### src/hw/dmb_consts.svh
`ifndef DMB_CONSTS_SVH
`define DMB_CONSTS_SVH

// Board geometry
`define DMB_NCFEB         5

// Power-up sequencing, in clkcms cycles after clr0 drops
`define DMB_RST_CYCLES    16
`define DMB_READY_CYCLES  32

// LCT to L1A latency counter
`define DMB_TM_WIDTH      8

// APB slave
`define DMB_APB_AW        8
`define DMB_APB_DW        32
`define DMB_ADDR_CFG      8'h00
`define DMB_ADDR_TIMER    8'h04
`define DMB_ADDR_STATUS   8'h08

`endif

### src/hw/dmb_pkg.sv
package dmb_pkg;

`include "dmb_consts.svh"

	// One bit per CFEB, bit 0 is CFEB 1
	typedef logic [`DMB_NCFEB-1:0] cfeb_vec_t;

	typedef logic [`DMB_TM_WIDTH-1:0] tm_count_t;

	// CCB calibration lines, active low
	// [2] pedestal (not used here), [1] inject, [0] pulse
	typedef logic [2:0] ccbcal_t;

	// APB bus words
	typedef logic [`DMB_APB_AW-1:0] apb_addr_t;
	typedef logic [`DMB_APB_DW-1:0] apb_data_t;

endpackage

### src/hw/dmb_ifs.sv
`timescale 1ns/1ps

////////////////////
// Configuration bus
////////////////////

interface cfg_if import dmb_pkg::*; ();
	logic      dp_rst;
	logic      cable_dly;
	logic      alt_en;
	cfeb_vec_t cfeb_en;

	modport ctrl (
		output dp_rst,
		output cfeb_en,
		output cable_dly,
		output alt_en
	);

	modport dp (
		input dp_rst,
		input cfeb_en,
		input cable_dly,
		input alt_en
	);
endinterface

////////////////////
// Latency timer bus
////////////////////

interface tmr_if import dmb_pkg::*; ();
	logic      holdoff;
	logic      clr;
	logic      valid;
	tm_count_t count;

	modport ctrl (output holdoff, output clr, input count, input valid);
	modport tmr (input holdoff, input clr, output count, output valid);
endinterface

### src/hw/board_ctrl.sv
`timescale 1ns/1ps
`include "dmb_consts.svh"

module board_ctrl
	import dmb_pkg::*;
(
	input  logic      clkcms,
	input  logic      clr0,
	input  logic      psel_i,
	input  logic      penable_i,
	input  logic      pwrite_i,
	input  apb_addr_t paddr_i,
	input  apb_data_t pwdata_i,
	output apb_data_t prdata_o,
	output logic      pready_o,
	output logic      pslverr_o,
	output logic      ctrl_ready_o,
	cfg_if.ctrl       cfg,
	tmr_if.ctrl       tmr
);

	localparam int CNT_W = $clog2(`DMB_READY_CYCLES + 1);

	logic [CNT_W-1:0] rst_cnt;
	logic             ready;
	logic             access;
	logic             hit_cfg;
	logic             hit_tmr;
	logic             hit_sts;
	logic             err;
	logic             wr_ok;
	cfeb_vec_t        cfeb_en_q;
	logic             cable_dly_q;
	logic             alt_en_q;
	apb_data_t        rdata;

	////////////////////
	// Power-up sequence
	////////////////////

	// Counts edges after clr0 drops, parks at the ready count
	always_ff @(posedge clkcms or posedge clr0)
	begin
		if (clr0)
			rst_cnt <= '0;
		else if (rst_cnt != CNT_W'(`DMB_READY_CYCLES))
			rst_cnt <= rst_cnt + 1'b1;
	end

	assign ready        = (rst_cnt == CNT_W'(`DMB_READY_CYCLES));
	assign ctrl_ready_o = ready;
	assign cfg.dp_rst   = (rst_cnt < CNT_W'(`DMB_RST_CYCLES));

	// Timers stay parked until the board is up
	assign tmr.holdoff = ~ready;

	////////////////////
	// APB register file
	////////////////////

	assign access  = psel_i & penable_i;
	assign hit_cfg = (paddr_i == `DMB_ADDR_CFG);
	assign hit_tmr = (paddr_i == `DMB_ADDR_TIMER);
	assign hit_sts = (paddr_i == `DMB_ADDR_STATUS);

	// Unmapped address, or an attempt to write STATUS
	assign err   = access & (~(hit_cfg | hit_tmr | hit_sts) | (pwrite_i & hit_sts));
	assign wr_ok = access & pwrite_i & ~err;

	assign pready_o  = access;
	assign pslverr_o = err;

	always_ff @(posedge clkcms or posedge clr0)
	begin
		if (clr0)
		begin
			cfeb_en_q   <= '1;
			cable_dly_q <= 1'b0;
			alt_en_q    <= 1'b0;
		end
		else if (wr_ok && hit_cfg)
		begin
			cfeb_en_q   <= pwdata_i[`DMB_NCFEB-1:0];
			cable_dly_q <= pwdata_i[`DMB_NCFEB];
			alt_en_q    <= pwdata_i[`DMB_NCFEB+1];
		end
	end

	assign cfg.cfeb_en   = cfeb_en_q;
	assign cfg.cable_dly = cable_dly_q;
	assign cfg.alt_en    = alt_en_q;

	// Any write data to TIMER clears it
	assign tmr.clr = wr_ok & hit_tmr;

	always_comb
	begin
		rdata = '0;
		if (hit_cfg)
		begin
			rdata[`DMB_NCFEB-1:0] = cfeb_en_q;
			rdata[`DMB_NCFEB]     = cable_dly_q;
			rdata[`DMB_NCFEB+1]   = alt_en_q;
		end
		else if (hit_tmr)
		begin
			rdata[`DMB_TM_WIDTH-1:0] = tmr.count;
			rdata[`DMB_TM_WIDTH]     = tmr.valid;
		end
		else if (hit_sts)
			rdata[0] = ready;
	end

	assign prdata_o = rdata;

	// A response needs a setup cycle right before it
	a_apb_access: assert property (@(posedge clkcms) disable iff (clr0)
		(pready_o || pslverr_o) |-> (psel_i && penable_i && $past(psel_i && !penable_i)));

endmodule

### src/hw/trig_enc_out.sv
`timescale 1ns/1ps

module trig_enc_out
	import dmb_pkg::*;
(
	input  logic      clkcms,
	input  logic      clr0,
	input  cfeb_vec_t pre_lct_i,
	input  cfeb_vec_t l1a_match_i,
	input  logic      l1a_cfeb_i,
	cfg_if.dp         cfg,
	output cfeb_vec_t trg_enc_b0_o,
	output cfeb_vec_t trg_enc_b1_o,
	output cfeb_vec_t trg_enc_b2_o
);

	// Index is the code bit, each entry one bit per CFEB
	cfeb_vec_t [2:0] code_d;
	cfeb_vec_t [2:0] code_q;
	cfeb_vec_t [2:0] code_dly_q;
	cfeb_vec_t [2:0] out_q;

	// Code bits, masked per CFEB
	assign code_d[0] = pre_lct_i & cfg.cfeb_en;
	assign code_d[1] = l1a_match_i & cfg.cfeb_en;
	assign code_d[2] = l1a_cfeb_i ? cfg.cfeb_en : '0;

	always_ff @(posedge clkcms or posedge clr0)
	begin
		if (clr0)
		begin
			code_q     <= '0;
			code_dly_q <= '0;
			out_q      <= '0;
		end
		else if (cfg.dp_rst)
		begin
			code_q     <= '0;
			code_dly_q <= '0;
			out_q      <= '0;
		end
		else
		begin
			code_q     <= code_d;
			code_dly_q <= code_q;
			// Extra cable cycle for the long FEB runs
			out_q      <= cfg.cable_dly ? code_dly_q : code_q;
		end
	end

	assign trg_enc_b0_o = out_q[0];
	assign trg_enc_b1_o = out_q[1];
	assign trg_enc_b2_o = out_q[2];

endmodule

### src/hw/cal_pulse_gen.sv
`timescale 1ns/1ps

module cal_pulse_gen
	import dmb_pkg::*;
(
	input  logic    clkcms,
	input  logic    clr0,
	input  ccbcal_t ccbcal_i,
	cfg_if.dp       cfg,
	output logic    inj_pulse_o,
	output logic    ext_pulse_o
);

	logic inj_s1;
	logic inj_s2;
	logic pls_s1;
	logic pls_s2;
	logic pls_s3;
	logic req;
	logic pass;
	logic pass_q;
	logic pass_d1;
	logic phase_q;
	logic ext_q;

	// CCB lines are active low, flipped at the first flop
	always_ff @(posedge clkcms or posedge clr0)
	begin
		if (clr0)
		begin
			inj_s1 <= 1'b0;
			inj_s2 <= 1'b0;
			pls_s1 <= 1'b0;
			pls_s2 <= 1'b0;
			pls_s3 <= 1'b0;
		end
		else
		begin
			inj_s1 <= ~ccbcal_i[1];
			inj_s2 <= inj_s1;
			pls_s1 <= ~ccbcal_i[0];
			pls_s2 <= pls_s1;
			pls_s3 <= pls_s2;
		end
	end

	assign req  = pls_s2 & ~pls_s3;
	// Alternate mode lets every other request through
	assign pass = req & (~cfg.alt_en | ~phase_q);

	always_ff @(posedge clkcms or posedge clr0)
	begin
		if (clr0)
			phase_q <= 1'b0;
		else if (cfg.dp_rst || !cfg.alt_en)
			phase_q <= 1'b0;
		else if (req)
			phase_q <= ~phase_q;
	end

	// Two-cycle stretcher
	always_ff @(posedge clkcms or posedge clr0)
	begin
		if (clr0)
		begin
			pass_q  <= 1'b0;
			pass_d1 <= 1'b0;
			ext_q   <= 1'b0;
		end
		else
		begin
			pass_q  <= pass;
			pass_d1 <= pass_q;
			ext_q   <= pass_q | pass_d1;
		end
	end

	assign inj_pulse_o = inj_s2;
	assign ext_pulse_o = ext_q;

	// One request is good for two high cycles, no more
	a_ext_width: assert property (@(posedge clkcms) disable iff (clr0)
		(ext_pulse_o && $past(ext_pulse_o)) |=> !ext_pulse_o);

endmodule

### src/hw/lct_l1a_timer.sv
`timescale 1ns/1ps

module lct_l1a_timer
	import dmb_pkg::*;
(
	input  logic clkcms,
	input  logic clr0,
	input  logic start_i,
	input  logic stop_i,
	tmr_if.tmr   tmr
);

	localparam logic [1:0] ST_IDLE = 2'd0;
	localparam logic [1:0] ST_RUN  = 2'd1;
	localparam logic [1:0] ST_DONE = 2'd2;

	logic [1:0] state_q;
	logic       start_d;
	logic       start_rise;
	tm_count_t  count_q;

	assign start_rise = start_i & ~start_d;

	always_ff @(posedge clkcms or posedge clr0)
	begin
		if (clr0)
		begin
			state_q <= ST_IDLE;
			start_d <= 1'b0;
			count_q <= '0;
		end
		else
		begin
			start_d <= start_i;
			if (tmr.clr)
			begin
				state_q <= ST_IDLE;
				count_q <= '0;
			end
			else
				case (state_q)
					ST_IDLE:
						if (start_rise && !tmr.holdoff)
						begin
							state_q <= ST_RUN;
							count_q <= '0;
						end
					ST_RUN:
					begin
						// Saturate at full scale
						if (count_q != '1)
							count_q <= count_q + 1'b1;
						if (stop_i)
							state_q <= ST_DONE;
					end
					ST_DONE:
						state_q <= ST_DONE;
					default:
						state_q <= ST_IDLE;
				endcase
		end
	end

	assign tmr.count = count_q;
	assign tmr.valid = (state_q == ST_DONE);

	// Latched latency is frozen until the next clear
	a_count_hold: assert property (@(posedge clkcms) disable iff (clr0)
		(tmr.valid && $past(tmr.valid)) |-> $stable(tmr.count));

endmodule

### src/hw/dmb_trig_top.sv
`timescale 1ns/1ps

module dmb_trig_top
	import dmb_pkg::*;
(
	input  logic      clkcms,
	input  logic      clr0,
	// APB slave
	input  logic      psel_i,
	input  logic      penable_i,
	input  logic      pwrite_i,
	input  apb_addr_t paddr_i,
	input  apb_data_t pwdata_i,
	output apb_data_t prdata_o,
	output logic      pready_o,
	output logic      pslverr_o,
	// Trigger inputs
	input  cfeb_vec_t pre_lct_i,
	input  cfeb_vec_t l1a_match_i,
	input  logic      l1a_cfeb_i,
	input  ccbcal_t   ccbcal_i,
	// To the FEBs and the pulser
	output cfeb_vec_t trg_enc_b0_o,
	output cfeb_vec_t trg_enc_b1_o,
	output cfeb_vec_t trg_enc_b2_o,
	output logic      inj_pulse_o,
	output logic      ext_pulse_o,
	output logic      ctrl_ready_o
);

	cfg_if cfg_bus ();
	tmr_if tmr_bus ();

	board_ctrl u_board_ctrl (
		.clkcms       (clkcms),
		.clr0         (clr0),
		.psel_i       (psel_i),
		.penable_i    (penable_i),
		.pwrite_i     (pwrite_i),
		.paddr_i      (paddr_i),
		.pwdata_i     (pwdata_i),
		.prdata_o     (prdata_o),
		.pready_o     (pready_o),
		.pslverr_o    (pslverr_o),
		.ctrl_ready_o (ctrl_ready_o),
		.cfg          (cfg_bus.ctrl),
		.tmr          (tmr_bus.ctrl)
	);

	trig_enc_out u_trig_enc_out (
		.clkcms       (clkcms),
		.clr0         (clr0),
		.pre_lct_i    (pre_lct_i),
		.l1a_match_i  (l1a_match_i),
		.l1a_cfeb_i   (l1a_cfeb_i),
		.cfg          (cfg_bus.dp),
		.trg_enc_b0_o (trg_enc_b0_o),
		.trg_enc_b1_o (trg_enc_b1_o),
		.trg_enc_b2_o (trg_enc_b2_o)
	);

	cal_pulse_gen u_cal_pulse_gen (
		.clkcms      (clkcms),
		.clr0        (clr0),
		.ccbcal_i    (ccbcal_i),
		.cfg         (cfg_bus.dp),
		.inj_pulse_o (inj_pulse_o),
		.ext_pulse_o (ext_pulse_o)
	);

	// Latency from the first CFEB pre-LCT to the common L1A
	lct_l1a_timer u_lct_l1a_timer (
		.clkcms  (clkcms),
		.clr0    (clr0),
		.start_i (pre_lct_i[0]),
		.stop_i  (l1a_cfeb_i),
		.tmr     (tmr_bus.tmr)
	);

endmodule

### config.mk
export PLATFORM = sky130hd
export DESIGN_NAME = dmb_trig_top
export DESIGN_NICKNAME = d
export VERILOG_FILES = /design/src/hw/dmb_pkg.sv /design/src/hw/dmb_ifs.sv /design/src/hw/board_ctrl.sv /design/src/hw/trig_enc_out.sv /design/src/hw/cal_pulse_gen.sv /design/src/hw/lct_l1a_timer.sv /design/src/hw/dmb_trig_top.sv
export VERILOG_INCLUDE_DIRS = /design/src /design/src/hw
export SDC_FILE = /design/constraint.sdc
export NUM_CORES = 1
export LEC_CHECK = 0
export BUFFER_PORTS_ARGS = -buffer_cell sky130_fd_sc_hd__buf_2
export CAP_MARGIN = 20
export CELL_PAD_IN_SITES_DETAIL_PLACEMENT = 1
export CELL_PAD_IN_SITES_GLOBAL_PLACEMENT = 2
export CORE_AREA = 3 3 160 84
export CTS_CLUSTER_DIAMETER = 100
export DETAILED_ROUTE_END_ITERATION = 16
export DIE_AREA = 0 0 163 87
export PLACE_DENSITY_LB_ADDON = 0.1
export SYNTH_ARGS = -nofsm -noshare
export SYNTH_HDL_FRONTEND = slang
export SYNTH_HIERARCHICAL = 1
export SYNTH_SLANG_ARGS = --single-unit
### constraint.sdc
create_clock -name clkcms -period 1.7 [get_ports clkcms]
set_input_delay 0 -clock clkcms [delete_from_list [all_inputs] [get_ports clkcms]]
set_output_delay 0 -clock clkcms [all_outputs]
set_load 0.05 [all_outputs]
==> metrics.md, run 1 <==
| Metric | Value |
|---|---|
| Status | complete, but fails checks |
| Failing checks | negative setup slack |
| DR WL/cell | 14.9 microns |
| Vias in the first global route | 2672 |
| Final Max Tran Viols | 0 |
| Critical path cell sequence | inv_1 > ha_1 > nor2b_4 > nand3_2 > or3b_4 > a21boi_4 > o21a_2 > mux2_2 |
| Starting Density | approximately 30% |
| Largest net degree at the start of global routing | 42 |
| NetSw | roughly 1300 uW |
| Overall routing resource usage | 12.9% |
| Htree depth | 3 |
| Final setup fails | 9 |
| RSZ-0062 raised after global routing | yes |
| DR iter-0 viols | 62 |
| Post-synthesis sequential area ratio | 55.7% |
| First-pass GRT wire length | about 14000 microns |
| Pint | 3780 uW |
| Placeable Area | 0.0119 sq mm |
| Row Count | 28 |
| Crit path buffers/inverters | 1 |
| Reg area | just under 0.002 sq mm |
| IO Port Bufs | 61 |
| Share of layout cells above drive strength 1 | around 33% |
| Slew headroom | between 60% and 70% |
| Comb pwr share | 16.7% |
| CP Data Arrival Time | between 2000 and 2500 ps |
| Io pins | 111 |
| M1 wire length | 3970 microns |
| Switching share of power | between 20% and 30% |
| Worst EP required | 1970 ps |
| Critical path type | register to register |
| Area of the multi-input gates | 0.00138 sq mm |
| Syn-to-layout area delta | 33.3% |
| Slowest CP cell | or3b_4 |
| Drc violations | 0 |
| Max Cap Viol | 0 |
| Fin nets | about 470 |
| Die Y | around 87 microns |
| CP Capture Type | register |
| Tcrit/Tclk final | 109% |
| Worst vdd ir | 0.585 mV |
| Top Layer Used | met4 |
| Vias per inst | 4.25 |
| Met3 Routed Length | 336 microns |
| Measured slew at the worst slew-check pin | roughly 570 ps |
| RD Place Congestion | 0.775 |
| CTS root buf | clkbuf_16 |
| Ant diodes | 0 |
| Post-synthesis register bit count | 78 |
| Nature of the critical path startpoint | register |
| Post-placement cell count | 538 |
| Total grt overflow | 0 |
| Ys Warns | 6 |
| Distinct cells, synth | 44 |
| Placed cell area | 0.00410 sq mm |
| CTS Buf Count | 9 |
| Max stage delay on crit path | 420 ps |
| Met2 WL | 4140 microns |
| Worst Setup Slack post-DPL | -152 ps |
| CTS tree | done |
| Leakage power | 0.00244 uW |
| Worst hold path class | primary input to register |
| Mapped Cells | around 300 |
| Max FO, Critical Path | 6 |
| First drt pass iteration count | 3 |
| Post-Layout Inst Area | 0.00468 sq mm |
| Mean Syn Cell Area | roughly 12 sq um |
| Antenna violations before repair | 0 |
| Worst Skew | 6.54 ps |
| Clock Path Buffers | 2 |
| Detailed Route WL | between 8000 and 9000 microns |
| Pwr Density | between 1000 and 1500 mW/mm^2 |
| Worst-Skew Late Latency | 330 ps |
| Syn Std Cell Area | 0.00351 sq mm |
| CTS sink count | 78 |
| Hold Fails Final Rpt | 0 |
| Vias | 2450 |
| Seq pwr share | 38.9% |
| Min Tclk post-route | 1860 ps |
| Setup ws final | -161 ps |
| Delay-heaviest family, CP | simple AND/OR/NAND/NOR gates |
| Final ANT Viol Nets | 0 |
| Clock transition at path regs | 60 ps |
| Final core utilization | 39.3% |
| Die area | 0.0142 sq mm |
| Fillers | about 1300 |
| Clock power share | 44.4% |
| Fin cells | 576 |
| Max Clk Rate | around 540 MHz |
| Die width | 163 microns |
| HPWL Detailed | roughly 6200 microns |
## power by group through the flow
stage / Clock, uW / Sequential (uW) / Combinational (uW)
after floorplan: 0 / 2040 / 538
after CTS: 2340 / 1980 / 860
final: 2260 / 1980 / 849
after global placement: 0 / 2010 / 800
after global routing: 2430 / 1990 / 932
after detailed placement: 0 / 2020 / 812
## routing by layer
layer	global-route usage, %	vias to the layer above
met5	0	-
met4	3.91	0
met3	3.56	9
met2	21.8	50
li1	-	1167
met1	16.3	1224
## Yosys cell counts
library cell   n  area share [%]
nand2_1        9            0.96
and3b_1       10             2.5
dfstp_2        5             3.7
ha_1           6             2.1
a22o_1         1            0.25
nor3_1         2            0.28
clkbuf_1       1            0.11
and4b_1        1            0.28
nand2b_1       1            0.18
o2bb2ai_1      1            0.25
a21boi_4       1            0.53
xnor2_1        5             1.2
nor2b_1       21             3.7
and2b_1        1            0.21
mux2_2         9             2.9
nand4_1        3            0.53
and4bb_1       1            0.36
nand2b_4       1            0.39
o21a_2         1            0.25
conb_1         1            0.11
inv_1         14             1.5
a21oi_1        7             1.0
o22ai_2        1            0.36
nor4_4         1            0.61
nand3_1        8             1.1
dfrtp_1       73              52
nor2_1        29             3.1
and2_4         1            0.25
nand4_4        1            0.61
and3_1         4            0.71
a211o_1        1            0.25
o21ai_0        4            0.57
or3b_4         1            0.32
buf_12         1            0.57
buf_2          4            0.57
buf_6          1            0.32
mux2i_1       23             6.6
or2_2          2            0.36
xor2_1         1            0.25
a31oi_1        5            0.89
buf_4         23             4.9
and2_1         7             1.2
nor3b_2        2            0.71
o221a_2        1            0.32
## placed cells by master, fill, tap and decap left out, drive strengths merged, types with 2 or more instances in the layout
cell	synthesis	final
and2	8	8
nor2b	21	21
xnor2	5	5
or2	2	2
nand4	4	4
nand2b	2	2
nand2	9	9
and3b	10	10
o21ai	4	4
inv	14	16
ha	6	6
dlygate4sd3	0	20
bufinv	0	3
dfstp	5	5
nor3b	2	2
mux2	9	9
a21oi	7	7
clkbuf	1	10
buf	29	87
conb	1	23
mux2i	23	23
nand3	8	8
and3	4	4
a31oi	5	5
dfrtp	73	73
nor3	2	2
nor2	29	29
## flip-flops by register name (all words and copies together) (netlist names)
name,flops
u_cal_pulse_gen/pls_s2,1
u_trig_enc_out/code_dly_q,15
u_cal_pulse_gen/pass_d1,1
u_cal_pulse_gen/inj_pulse_o,1
u_cal_pulse_gen/phase_q,1
u_trig_enc_out/code_q,15
u_trig_enc_out/trg_enc_b0_o,5
u_board_ctrl/cfg.cable_dly,1
u_cal_pulse_gen/pls_s3,1
u_cal_pulse_gen/ext_pulse_o,1
u_board_ctrl/cfg.alt_en,1
u_trig_enc_out/trg_enc_b2_o,5
u_cal_pulse_gen/pass_q,1
u_lct_l1a_timer/state_q,2
u_cal_pulse_gen/pls_s1,1
u_lct_l1a_timer/start_d,1
u_lct_l1a_timer/tmr.count,8
u_cal_pulse_gen/inj_s1,1
u_board_ctrl/cfg.cfeb_en,5
u_trig_enc_out/trg_enc_b1_o,5
u_board_ctrl/rst_cnt,6
## worst min-delay path: cells and delay by family
family | cells | cell delay (ps)
buffers and inverters | 2 | 220
and+or+nand+nor | 2 | 210
## final cells by class
| class | count | share of cell area, % |
|---|---|---|
| clock buffer | 10 | 5.10 |
| tap | 165 | 4.41 |
| clock inverter | 6 | 2.46 |
| timing repair buffer | 107 | 15.7 |
| inverter | 14 | 1.12 |
| multi-input combinational | 196 | 29.4 |
| sequential | 78 | 41.8 |
## cell families after synthesis
| kind of cell | after synthesis | share of synthesized area [%] |
|---|---|---|
| AOI/OAI and AO/OA | 23 | 4.66 |
| xor gates and xnor gates | 6 | 1.50 |
| adders and majority gates | 6 | 2.14 |
| buffers and inverters | 44 | 7.97 |
| DFF | 78 | 55.7 |
| muxes | 32 | 9.43 |
| other | 1 | 0.107 |
| and+or+nand+nor | 106 | 18.5 |
## path summary, 6_finish.rpt
kind                                              start                      endpoint  slack [ps]  depth (start not counted)
min in group asynchronous                          clr0        u_cal_pulse_gen/pls_s1         220                          3
worst max-delay path            u_board_ctrl/rst_cnt[0]  u_lct_l1a_timer/tmr.count[0]        -160                          8
worst min-delay path                           pwrite_i    u_lct_l1a_timer/state_q[1]         130                          4
worst max register to register  u_board_ctrl/rst_cnt[0]  u_lct_l1a_timer/tmr.count[0]        -160                          8
max in group asynchronous                          clr0     u_trig_enc_out/code_q[13]         910                          4
worst min register to register   u_cal_pulse_gen/pls_s1        u_cal_pulse_gen/pls_s2         350                          0
## metrics by stage
step | setup TNS (ps) | hold WS [ps] | power, uW
3_3_place_gp | -588 | 20.2 | 2810
6_report | -1070 | 128 | 5100
2_1_floorplan | -149 | -172 | 2580
3_5_place_dp | -924 | 25.9 | 2830
4_1_cts | -1130 | 124 | 5180
5_1_grt | -2010 | 134 | 5350
## timing repair
action / 4_1_cts / 5_1_grt
endpoints found under the hold margin: 68 / 0
endpoints found under the setup margin: 10 / 11
resized for setup: 3 / 2
hold buffers: 20 / 0
pin swaps: 1 / 1
setup buffers: 2 / 0
(Power assumes the default switching activity.)
==> run 2: changes to the inputs <==
--- a/config.mk
+++ b/config.mk
@@ -6,15 +6,17 @@
 export SDC_FILE = /design/constraint.sdc
 export NUM_CORES = 1
 export LEC_CHECK = 0
+export ABC_AREA = 1
 export BUFFER_PORTS_ARGS = -buffer_cell sky130_fd_sc_hd__buf_2
 export CAP_MARGIN = 20
 export CELL_PAD_IN_SITES_DETAIL_PLACEMENT = 1
 export CELL_PAD_IN_SITES_GLOBAL_PLACEMENT = 2
-export CORE_AREA = 3 3 160 84
+export CORE_AREA = 3 3 172 90
 export CTS_CLUSTER_DIAMETER = 100
 export DETAILED_ROUTE_END_ITERATION = 16
-export DIE_AREA = 0 0 163 87
-export PLACE_DENSITY_LB_ADDON = 0.1
+export DIE_AREA = 0 0 175 93
+export PLACE_DENSITY = 0.85
+export SLEW_MARGIN = 20
 export SYNTH_ARGS = -nofsm -noshare
 export SYNTH_HDL_FRONTEND = slang
 export SYNTH_HIERARCHICAL = 1
==> metrics.md, run 2 <==
| Metric | Value |
|---|---|
| Nature of the critical path startpoint | register (unchanged) |
| Total grt overflow | 0 (unchanged) |
| CTS tree | done (unchanged) |
| Syn-to-layout area delta | 29.8% (was 33.3%) |
| Tcrit/Tclk final | 103% (was 109%) |
| Hold Fails Final Rpt | 0 (unchanged) |
| First-pass GRT wire length | 16200 microns (was 14200 microns) |
| Worst Setup Slack post-DPL | -16.7 ps (was -152 ps) |
| Most Frequent Cell on Critical Path | inv_2 |
| Worst-Skew Late Latency | 340 ps (was 330 ps) |
| Final setup fails | 5 (was 9) |
| Fin nets | 606 (was 471) |
| Number of synthesized flops with an enable pin | 0 (unchanged) |
| Vias in the first global route | 3143 (was 2672) |
| Final Total Pwr | 5030 uW (was 5100 uW) |
| Post-placement cell count | 702 (was 538) |
| Min Tclk post-route | 1760 ps (was 1860 ps) |
| Io pins | 111 (unchanged) |
| IO Port Bufs | 61 (unchanged) |
| Delay-heaviest family, CP | buffers and inverters (was simple AND/OR/NAND/NOR gates) |
| Leakage power | 0.00258 uW (was 0.00244 uW) |
| Worst EP required | 1700 ps (was 1970 ps) |
| CP Capture Type | primary output (was register) |
| Slew headroom | 60.6% (was 61.9%) |
| Hold Path Sink | u_board_ctrl/cfg.cfeb_en[0] (was u_lct_l1a_timer/state_q[1]) |
| RD Place Congestion | 0.815 (was 0.775) |
| Syn Std Cell Area | 0.00377 sq mm (was 0.00351 sq mm) |
| Worst vdd ir | 0.360 mV (was 0.585 mV) |
| Mapped Cells | 442 (was 296) |
| Clock Path Buffers | 2 (unchanged) |
| Die Y | 93 microns (was 87 microns) |
| Post-synthesis sequential area ratio | 51.9% (was 55.7%) |
| Reg-to-reg slack, setup | -20 ps (was -160 ps) |
| Slowest CP cell | dfrtp_1 (was or3b_4) |
| Area share of the largest cell type after synthesis | 48.4% (was 52.0%) |
| Mean Syn Cell Area | 8.53 sq um (was 11.9 sq um) |
| DR iter-0 viols | 135 (was 62) |
| Share of layout cells above drive strength 1 | 28.4% (was 32.8%) |
| R2r endpoint | u_lct_l1a_timer/tmr.count[5] (was u_lct_l1a_timer/tmr.count[0]) |
| Ys async rst share | 100% (unchanged) |
| Vias per inst | 3.97 (was 4.25) |
| Critical path cell sequence | inv_2 > ha_4 > nand3b_1 > nor2_4 > inv_2 > buf_6 > o211ai_1 > buf_4 (was inv_1 > ha_1 > nor2b_4 > nand3_2 > or3b_4 > a21boi_4 > o21a_2 > mux2_2) |
| Crit path buffers/inverters | 4 (was 1) |
| Dominant cells by area after synthesis | dfrtp_1, nand2_1, nor2_1 (was dfrtp_1, mux2i_1, buf_4) |
| First drt pass iteration count | 4 (was 3) |
| Worst Skew | 7.40 ps (was 6.54 ps) |
| Pwr Density | 1030 mW/mm^2 (was 1090 mW/mm^2) |
| Measured slew at the worst slew-check pin | 591 ps (was 571 ps) |
| Hold Crit Depth | 3 (was 4) |
| Reg2reg start | u_board_ctrl/rst_cnt[0] (unchanged) |
| Primary FF master, synth | dfrtp_1 (unchanged) |
| Starting Density | 26.6% (was 29.5%) |
| RSZ-0062 raised after global routing | yes (unchanged) |
| Max Cap Viol | 0 (unchanged) |
| Vias | 2950 (was 2450) |
| Largest net degree at the start of global routing | 46 (was 42) |
| CTS root buf | clkbuf_16 (unchanged) |
| Overall routing resource usage | 12.6% (was 12.9%) |
| Ys Warns | 6 (unchanged) |
| Max stage delay on crit path | 400 ps (was 420 ps) |
| Post-synth top cells | nand2_1, nor2_1, dfrtp_1, inv_1, buf_4 (was dfrtp_1, nor2_1, buf_4, mux2i_1, nor2b_1) |
| Worst r2r path cells | 12 (was 8) |
| Row Count | 31 (was 28) |
| CP Data Arrival Time | 1760 ps (was 2130 ps) |
| Clock transition at path regs | 70 ps (was 60 ps) |
| Ant diodes | 0 (unchanged) |
| CTS Buf Count | 9 (unchanged) |
| Post-synthesis register bit count | 78 (unchanged) |
| Final Max Tran Viols | 0 (unchanged) |
| Drc violations | 0 (unchanged) |
| Post-Layout Inst Area | 0.00490 sq mm (was 0.00468 sq mm) |
| Placeable Area | 0.0142 sq mm (was 0.0119 sq mm) |
| Max FO, Critical Path | 3 (was 6) |
| Distinct cells, synth | 32 (was 44) |
| Htree depth | 3 (unchanged) |
| Most frequent cells in the layout | nand2_1, nor2_1, dfrtp_1 (was dfrtp_1, buf_2, nor2_1) |
| HPWL Detailed | 7170 microns (was 6230 microns) |
| Most common cell after layout, fill and taps aside | nand2_1 (was dfrtp_1) |
| Failing checks | negative setup slack (unchanged) |
| DR WL/cell | 13.2 microns (was 14.9 microns) |
| Area leader, netlist | dfrtp_1 (unchanged) |
| Hold path start | pwrite_i (unchanged) |
| Antenna violations before repair | 0 (unchanged) |
| Count leader, synth | nand2_1 (was dfrtp_1) |
| Final ANT Viol Nets | 0 (unchanged) |
| CTS sink count | 78 (unchanged) |
| Die area | 0.0163 sq mm (was 0.0142 sq mm) |
| Placed cell area | 0.00429 sq mm (was 0.00410 sq mm) |
| Critical path type | register to primary output (was register to register) |
| Die width | 175 microns (was 163 microns) |
| Detailed Route WL | 9850 microns (was 8560 microns) |
| Setup ws final | -58.8 ps (was -161 ps) |
| Worst hold path class | primary input to register (unchanged) |
| Fin cells | 744 (was 576) |
| Status | complete, but fails checks (unchanged) |
| Max Clk Rate | 569 MHz (was 537 MHz) |
[run 2: worst register-to-register path: cells and delay by family, from the launching register on]
family | cells | cell delay [ps]
buf+inv | 4 | 230
fa+ha+maj | 1 | 120
flops | 1 | 400
compound gates | 1 | 160
simple gates | 6 | 750
[run 2: cell type report]
cell class | instances | area [sq um]
fill | 1731 | 9300
sequential | 78 | 1960
multi-input combinational | 279 | 1470
timing repair buffer | 97 | 644
inverter | 76 | 288
tap | 198 | 248
clock buffer | 9 | 225
clock inverter | 7 | 63.8
[run 2: worst max-delay path by stage]
stage | to | start | cells after the start | slack [ps]
finish | prdata_o[0] | u_board_ctrl/rst_cnt[0] | 8 | -60
global route | prdata_o[0] | u_board_ctrl/rst_cnt[0] | 8 | -170
CTS | prdata_o[0] | u_board_ctrl/rst_cnt[0] | 8 | -100
detailed placement | u_lct_l1a_timer/tmr.count[5] | u_board_ctrl/rst_cnt[0] | 12 | -20
global placement | u_lct_l1a_timer/tmr.count[6] | u_board_ctrl/rst_cnt[1] | 12 | 40
floorplan | prdata_o[0] | u_board_ctrl/rst_cnt[1] | 6 | -210
[run 2: cell families after synthesis]
| group | share of synthesized area (%) |
|---|---|
| buf+inv | 13.4 |
| compound gates | 5.31 |
| simple gates | 26.3 |
| xor+xnor | 0.929 |
| other cells | 0.0994 |
| fa+ha+maj | 1.99 |
| flops | 51.9 |
[run 2: per-layer routing]
metal	up-vias	part of all wire, %	global-route usage (%)	wire length [microns]
met5	-	0	0	0
met4	0	1.1	2.85	106
met3	11	4.6	3.73	449
met2	45	46	20.4	4550
met1	1430	48	16.8	4750
li1	1464	-	-	-
[run 2: timing repair]
action | 4_1_cts | 5_1_grt
buffers inserted | 5 | 0
pin swaps | 3 | 7
endpoints found under the setup margin | 5 | 12
gates resized for setup | 4 | 13
endpoints found under the hold margin | 98 | 0
hold buffers | 21 | 0
[run 2: report_power, final]
| part | internal, uW | leakage (uW) | total (uW) | switching, uW |
|---|---|---|---|---|
| clock network | 1020 | 0.000136 | 1870 | 846 |
| logic | 369 | 0.00140 | 1180 | 809 |
| registers | 1930 | 0.00104 | 1990 | 56.5 |
| total | 3320 | 0.00258 | 5030 | 1710 |
[run 2: through the flow]
| step | util, % | hold WS, ps | setup TNS [ps] |
|---|---|---|---|
| 2_1_floorplan | - | -172 | -766 |
| 3_3_place_gp | 30.2 | 9.21 | 0 |
| 3_5_place_dp | 30.2 | 18.9 | -32.1 |
| 4_1_cts | 34.1 | 115 | -126 |
| 5_1_grt | 34.5 | 140 | -1070 |
| 6_report | 34.5 | 121 | -118 |
==> run 3: changes to the inputs <==
--- a/config.mk
+++ b/config.mk
@@ -16,6 +16,7 @@
 export DETAILED_ROUTE_END_ITERATION = 16
 export DIE_AREA = 0 0 175 93
 export PLACE_DENSITY = 0.85
+export REMOVE_ABC_BUFFERS = 1
 export SLEW_MARGIN = 20
 export SYNTH_ARGS = -nofsm -noshare
 export SYNTH_HDL_FRONTEND = slang
==> metrics.md, run 3 (same netlist as run 2, synthesis figures left out) <==
| Metric | Value |
|---|---|
| Status | completed (was complete, but fails checks) |
| Slew headroom | 63.8% (was 60.6%) |
| Worst-Skew Late Latency | 340 ps (about the same) |
| Final Total Pwr | 4830 uW (was 5030 uW) |
| CTS sink count | 78 (unchanged) |
| First drt pass iteration count | 4 (unchanged) |
| CTS tree | done (unchanged) |
| Max Cap Viol | 0 (unchanged) |
| Worst hold path class | primary input to register (unchanged) |
| Worst Skew | 5.11 ps (was 7.40 ps) |
| CP Data Arrival Time | 1640 ps (was 1760 ps) |
| Htree depth | 3 (unchanged) |
| Fillers | 1714 (was 1731) |
| Vias | 3014 (was 2950) |
| Max FO, Critical Path | 3 (unchanged) |
| Clock transition at path regs | 60 ps (was 70 ps) |
| Most common cell after layout, fill and taps aside | nand2_1 (unchanged) |
| Overall routing resource usage | 12.7% (was 12.6%) |
| Placeable Area | 0.0142 sq mm (unchanged) |
| Drc violations | 0 (unchanged) |
| Starting Density | 26.6% (unchanged) |
| Die Y | 93 microns (unchanged) |
| Worst hold slack | 115 ps (was 121 ps) |
| Fin cells | 747 (was 744) |
| CTS Buf Count | 9 (unchanged) |
| Io pins | 111 (unchanged) |
| DR WL/cell | 12.9 microns (was 13.2 microns) |
| Measured slew at the worst slew-check pin | 543 ps (was 591 ps) |
| First-pass GRT wire length | 16100 microns (was 16200 microns) |
| Total negative slack | 0 ps (was -118 ps) |
| Total grt overflow | 0 (unchanged) |
| Vias per inst | 4.03 (was 3.97) |
| Worst vdd ir | 0.480 mV (was 0.360 mV) |
| Antenna violations before repair | 0 (unchanged) |
| Max Clk Rate | 609 MHz (was 569 MHz) |
| Hold Fails Final Rpt | 0 (unchanged) |
| Die width | 175 microns (unchanged) |
| Tcrit/Tclk final | 96.6% (was 103%) |
| Min Tclk post-route | 1640 ps (was 1760 ps) |
| Worst Setup Slack post-DPL | -33.1 ps (was -16.7 ps) |
| Final setup fails | 0 (was 5) |
| Reg2reg start | u_board_ctrl/rst_cnt[1] (was u_board_ctrl/rst_cnt[0]) |
| DR iter-0 viols | 184 (was 135) |
| Die area | 0.0163 sq mm (unchanged) |
| Worst r2r path cells | 12 (unchanged) |
| Hold Crit Depth | 3 (unchanged) |
| RD Place Congestion | 0.844 (was 0.815) |
| HPWL Detailed | 7180 microns (was 7170 microns) |
| Row Count | 31 (unchanged) |
| Pwr Density | 993 mW/mm^2 (was 1030 mW/mm^2) |
| Hold Path Sink | u_board_ctrl/cfg.cfeb_en[0] (unchanged) |
| Clock Path Buffers | 2 (unchanged) |
| Vias in the first global route | 3224 (was 3143) |
| IO Port Bufs | 61 (unchanged) |
| Ant diodes | 0 (unchanged) |
| Most frequent cells in the layout | nand2_1, nor2_1, dfrtp_1 (unchanged) |
| Final Max Tran Viols | 0 (unchanged) |
| R2r endpoint | u_lct_l1a_timer/tmr.count[6] (was u_lct_l1a_timer/tmr.count[5]) |
| Hold path start | pwrite_i (unchanged) |
| Fin nets | 609 (was 606) |
| Critical path type | register to primary output (unchanged) |
| Largest net degree at the start of global routing | 25 (was 46) |
| Reg-to-reg slack, setup | 80 ps (was -20 ps) |
| Leakage power | 0.00259 uW (was 0.00258 uW) |
| CP Capture Type | primary output (unchanged) |
| Syn-to-layout area delta | 28.9% (was 29.8%) |
| Setup ws final | 58.2 ps (was -58.8 ps) |
| Final ANT Viol Nets | 0 (unchanged) |
| Detailed Route WL | 9650 microns (was 9850 microns) |
| Worst EP required | 1700 ps (about the same) |
| Nature of the critical path startpoint | register (unchanged) |
| CTS root buf | clkbuf_16 (unchanged) |
| Share of layout cells above drive strength 1 | 27.9% (was 28.4%) |
| RSZ-0062 raised after global routing | yes (unchanged) |
| Post-placement cell count | 702 (unchanged) |
-- run 3: where the power goes --
part           total [uW]  switching [uW]  leakage (uW)  internal, uW
sequential           1990            62.1       0.00104          1930
combinational        1010             704       0.00141           310
clock                1820             754      0.000138          1060
total                4830            1520       0.00259          3310
-- run 3: timing repair --
| action | CTS | global route |
|---|---|---|
| endpoints found under the setup margin | 5 | 11 |
| setup buffers | 4 | 5 |
| hold buffers | 21 | 0 |
| endpoints found under the hold margin | 98 | 0 |
| pin swaps | 3 | 3 |
| gates cloned | 0 | 0 |
| resized for setup | 8 | 5 |
-- run 3: worst max-delay path by stage --
stage                                      to  depth (start not counted)  slack, ps                    start
3_3_place_gp     u_lct_l1a_timer/tmr.count[3]                         12         50  u_board_ctrl/rst_cnt[0]
2_1_floorplan  u_trig_enc_out/trg_enc_b0_o[0]                          4       -330  u_board_ctrl/rst_cnt[4]
3_5_place_dp     u_lct_l1a_timer/tmr.count[6]                         12        -30  u_board_ctrl/rst_cnt[0]
6_report                          prdata_o[0]                          7         60  u_board_ctrl/rst_cnt[1]
5_1_grt          u_lct_l1a_timer/tmr.count[6]                         12        -80  u_board_ctrl/rst_cnt[1]
4_1_cts          u_lct_l1a_timer/tmr.count[6]                         12         30  u_board_ctrl/rst_cnt[1]
-- run 3: critical path, stage by stage, from the launching register on --
cell      delay (ps)
dfrtp_1          400
inv_2             90
ha_4             120
nand3b_1         110
nor2_4           110
inv_2             60
o211ai_1         180
buf_4            230
-- run 3: stage by stage --
stage | area [sq um] | utilization (%)
6_report | 4860 | 34.3
4_1_cts | 4810 | 33.9
3_5_place_dp | 4280 | 30.1
2_1_floorplan | 3630 | -
5_1_grt | 4860 | 34.3
3_3_place_gp | 4280 | 30.1
-- run 3: layout make-up --
| class | count | area (sq um) | area share (%) |
|---|---|---|---|
| flip-flops and latches | 78 | 1960 | 40.3 |
| well taps | 198 | 248 | 5.09 |
| clock buffers | 11 | 253 | 5.20 |
| multi-input cells | 279 | 1420 | 29.1 |
| inverters | 76 | 288 | 5.92 |
| clock inverters | 5 | 33.8 | 0.695 |
| repair buffers | 100 | 668 | 13.7 |
-- run 3: per-layer routing --
layer  wire (microns)  vias to the layer above  GRT usage (%)  share of wire, %
met1             4800                     1468           17.4                50
met5                0                        -              0                 0
li1                 -                     1470              -                 -
met2             4290                       68           19.6                44
met4               70                        0           2.79              0.73
met3              488                        8           4.18               5.1
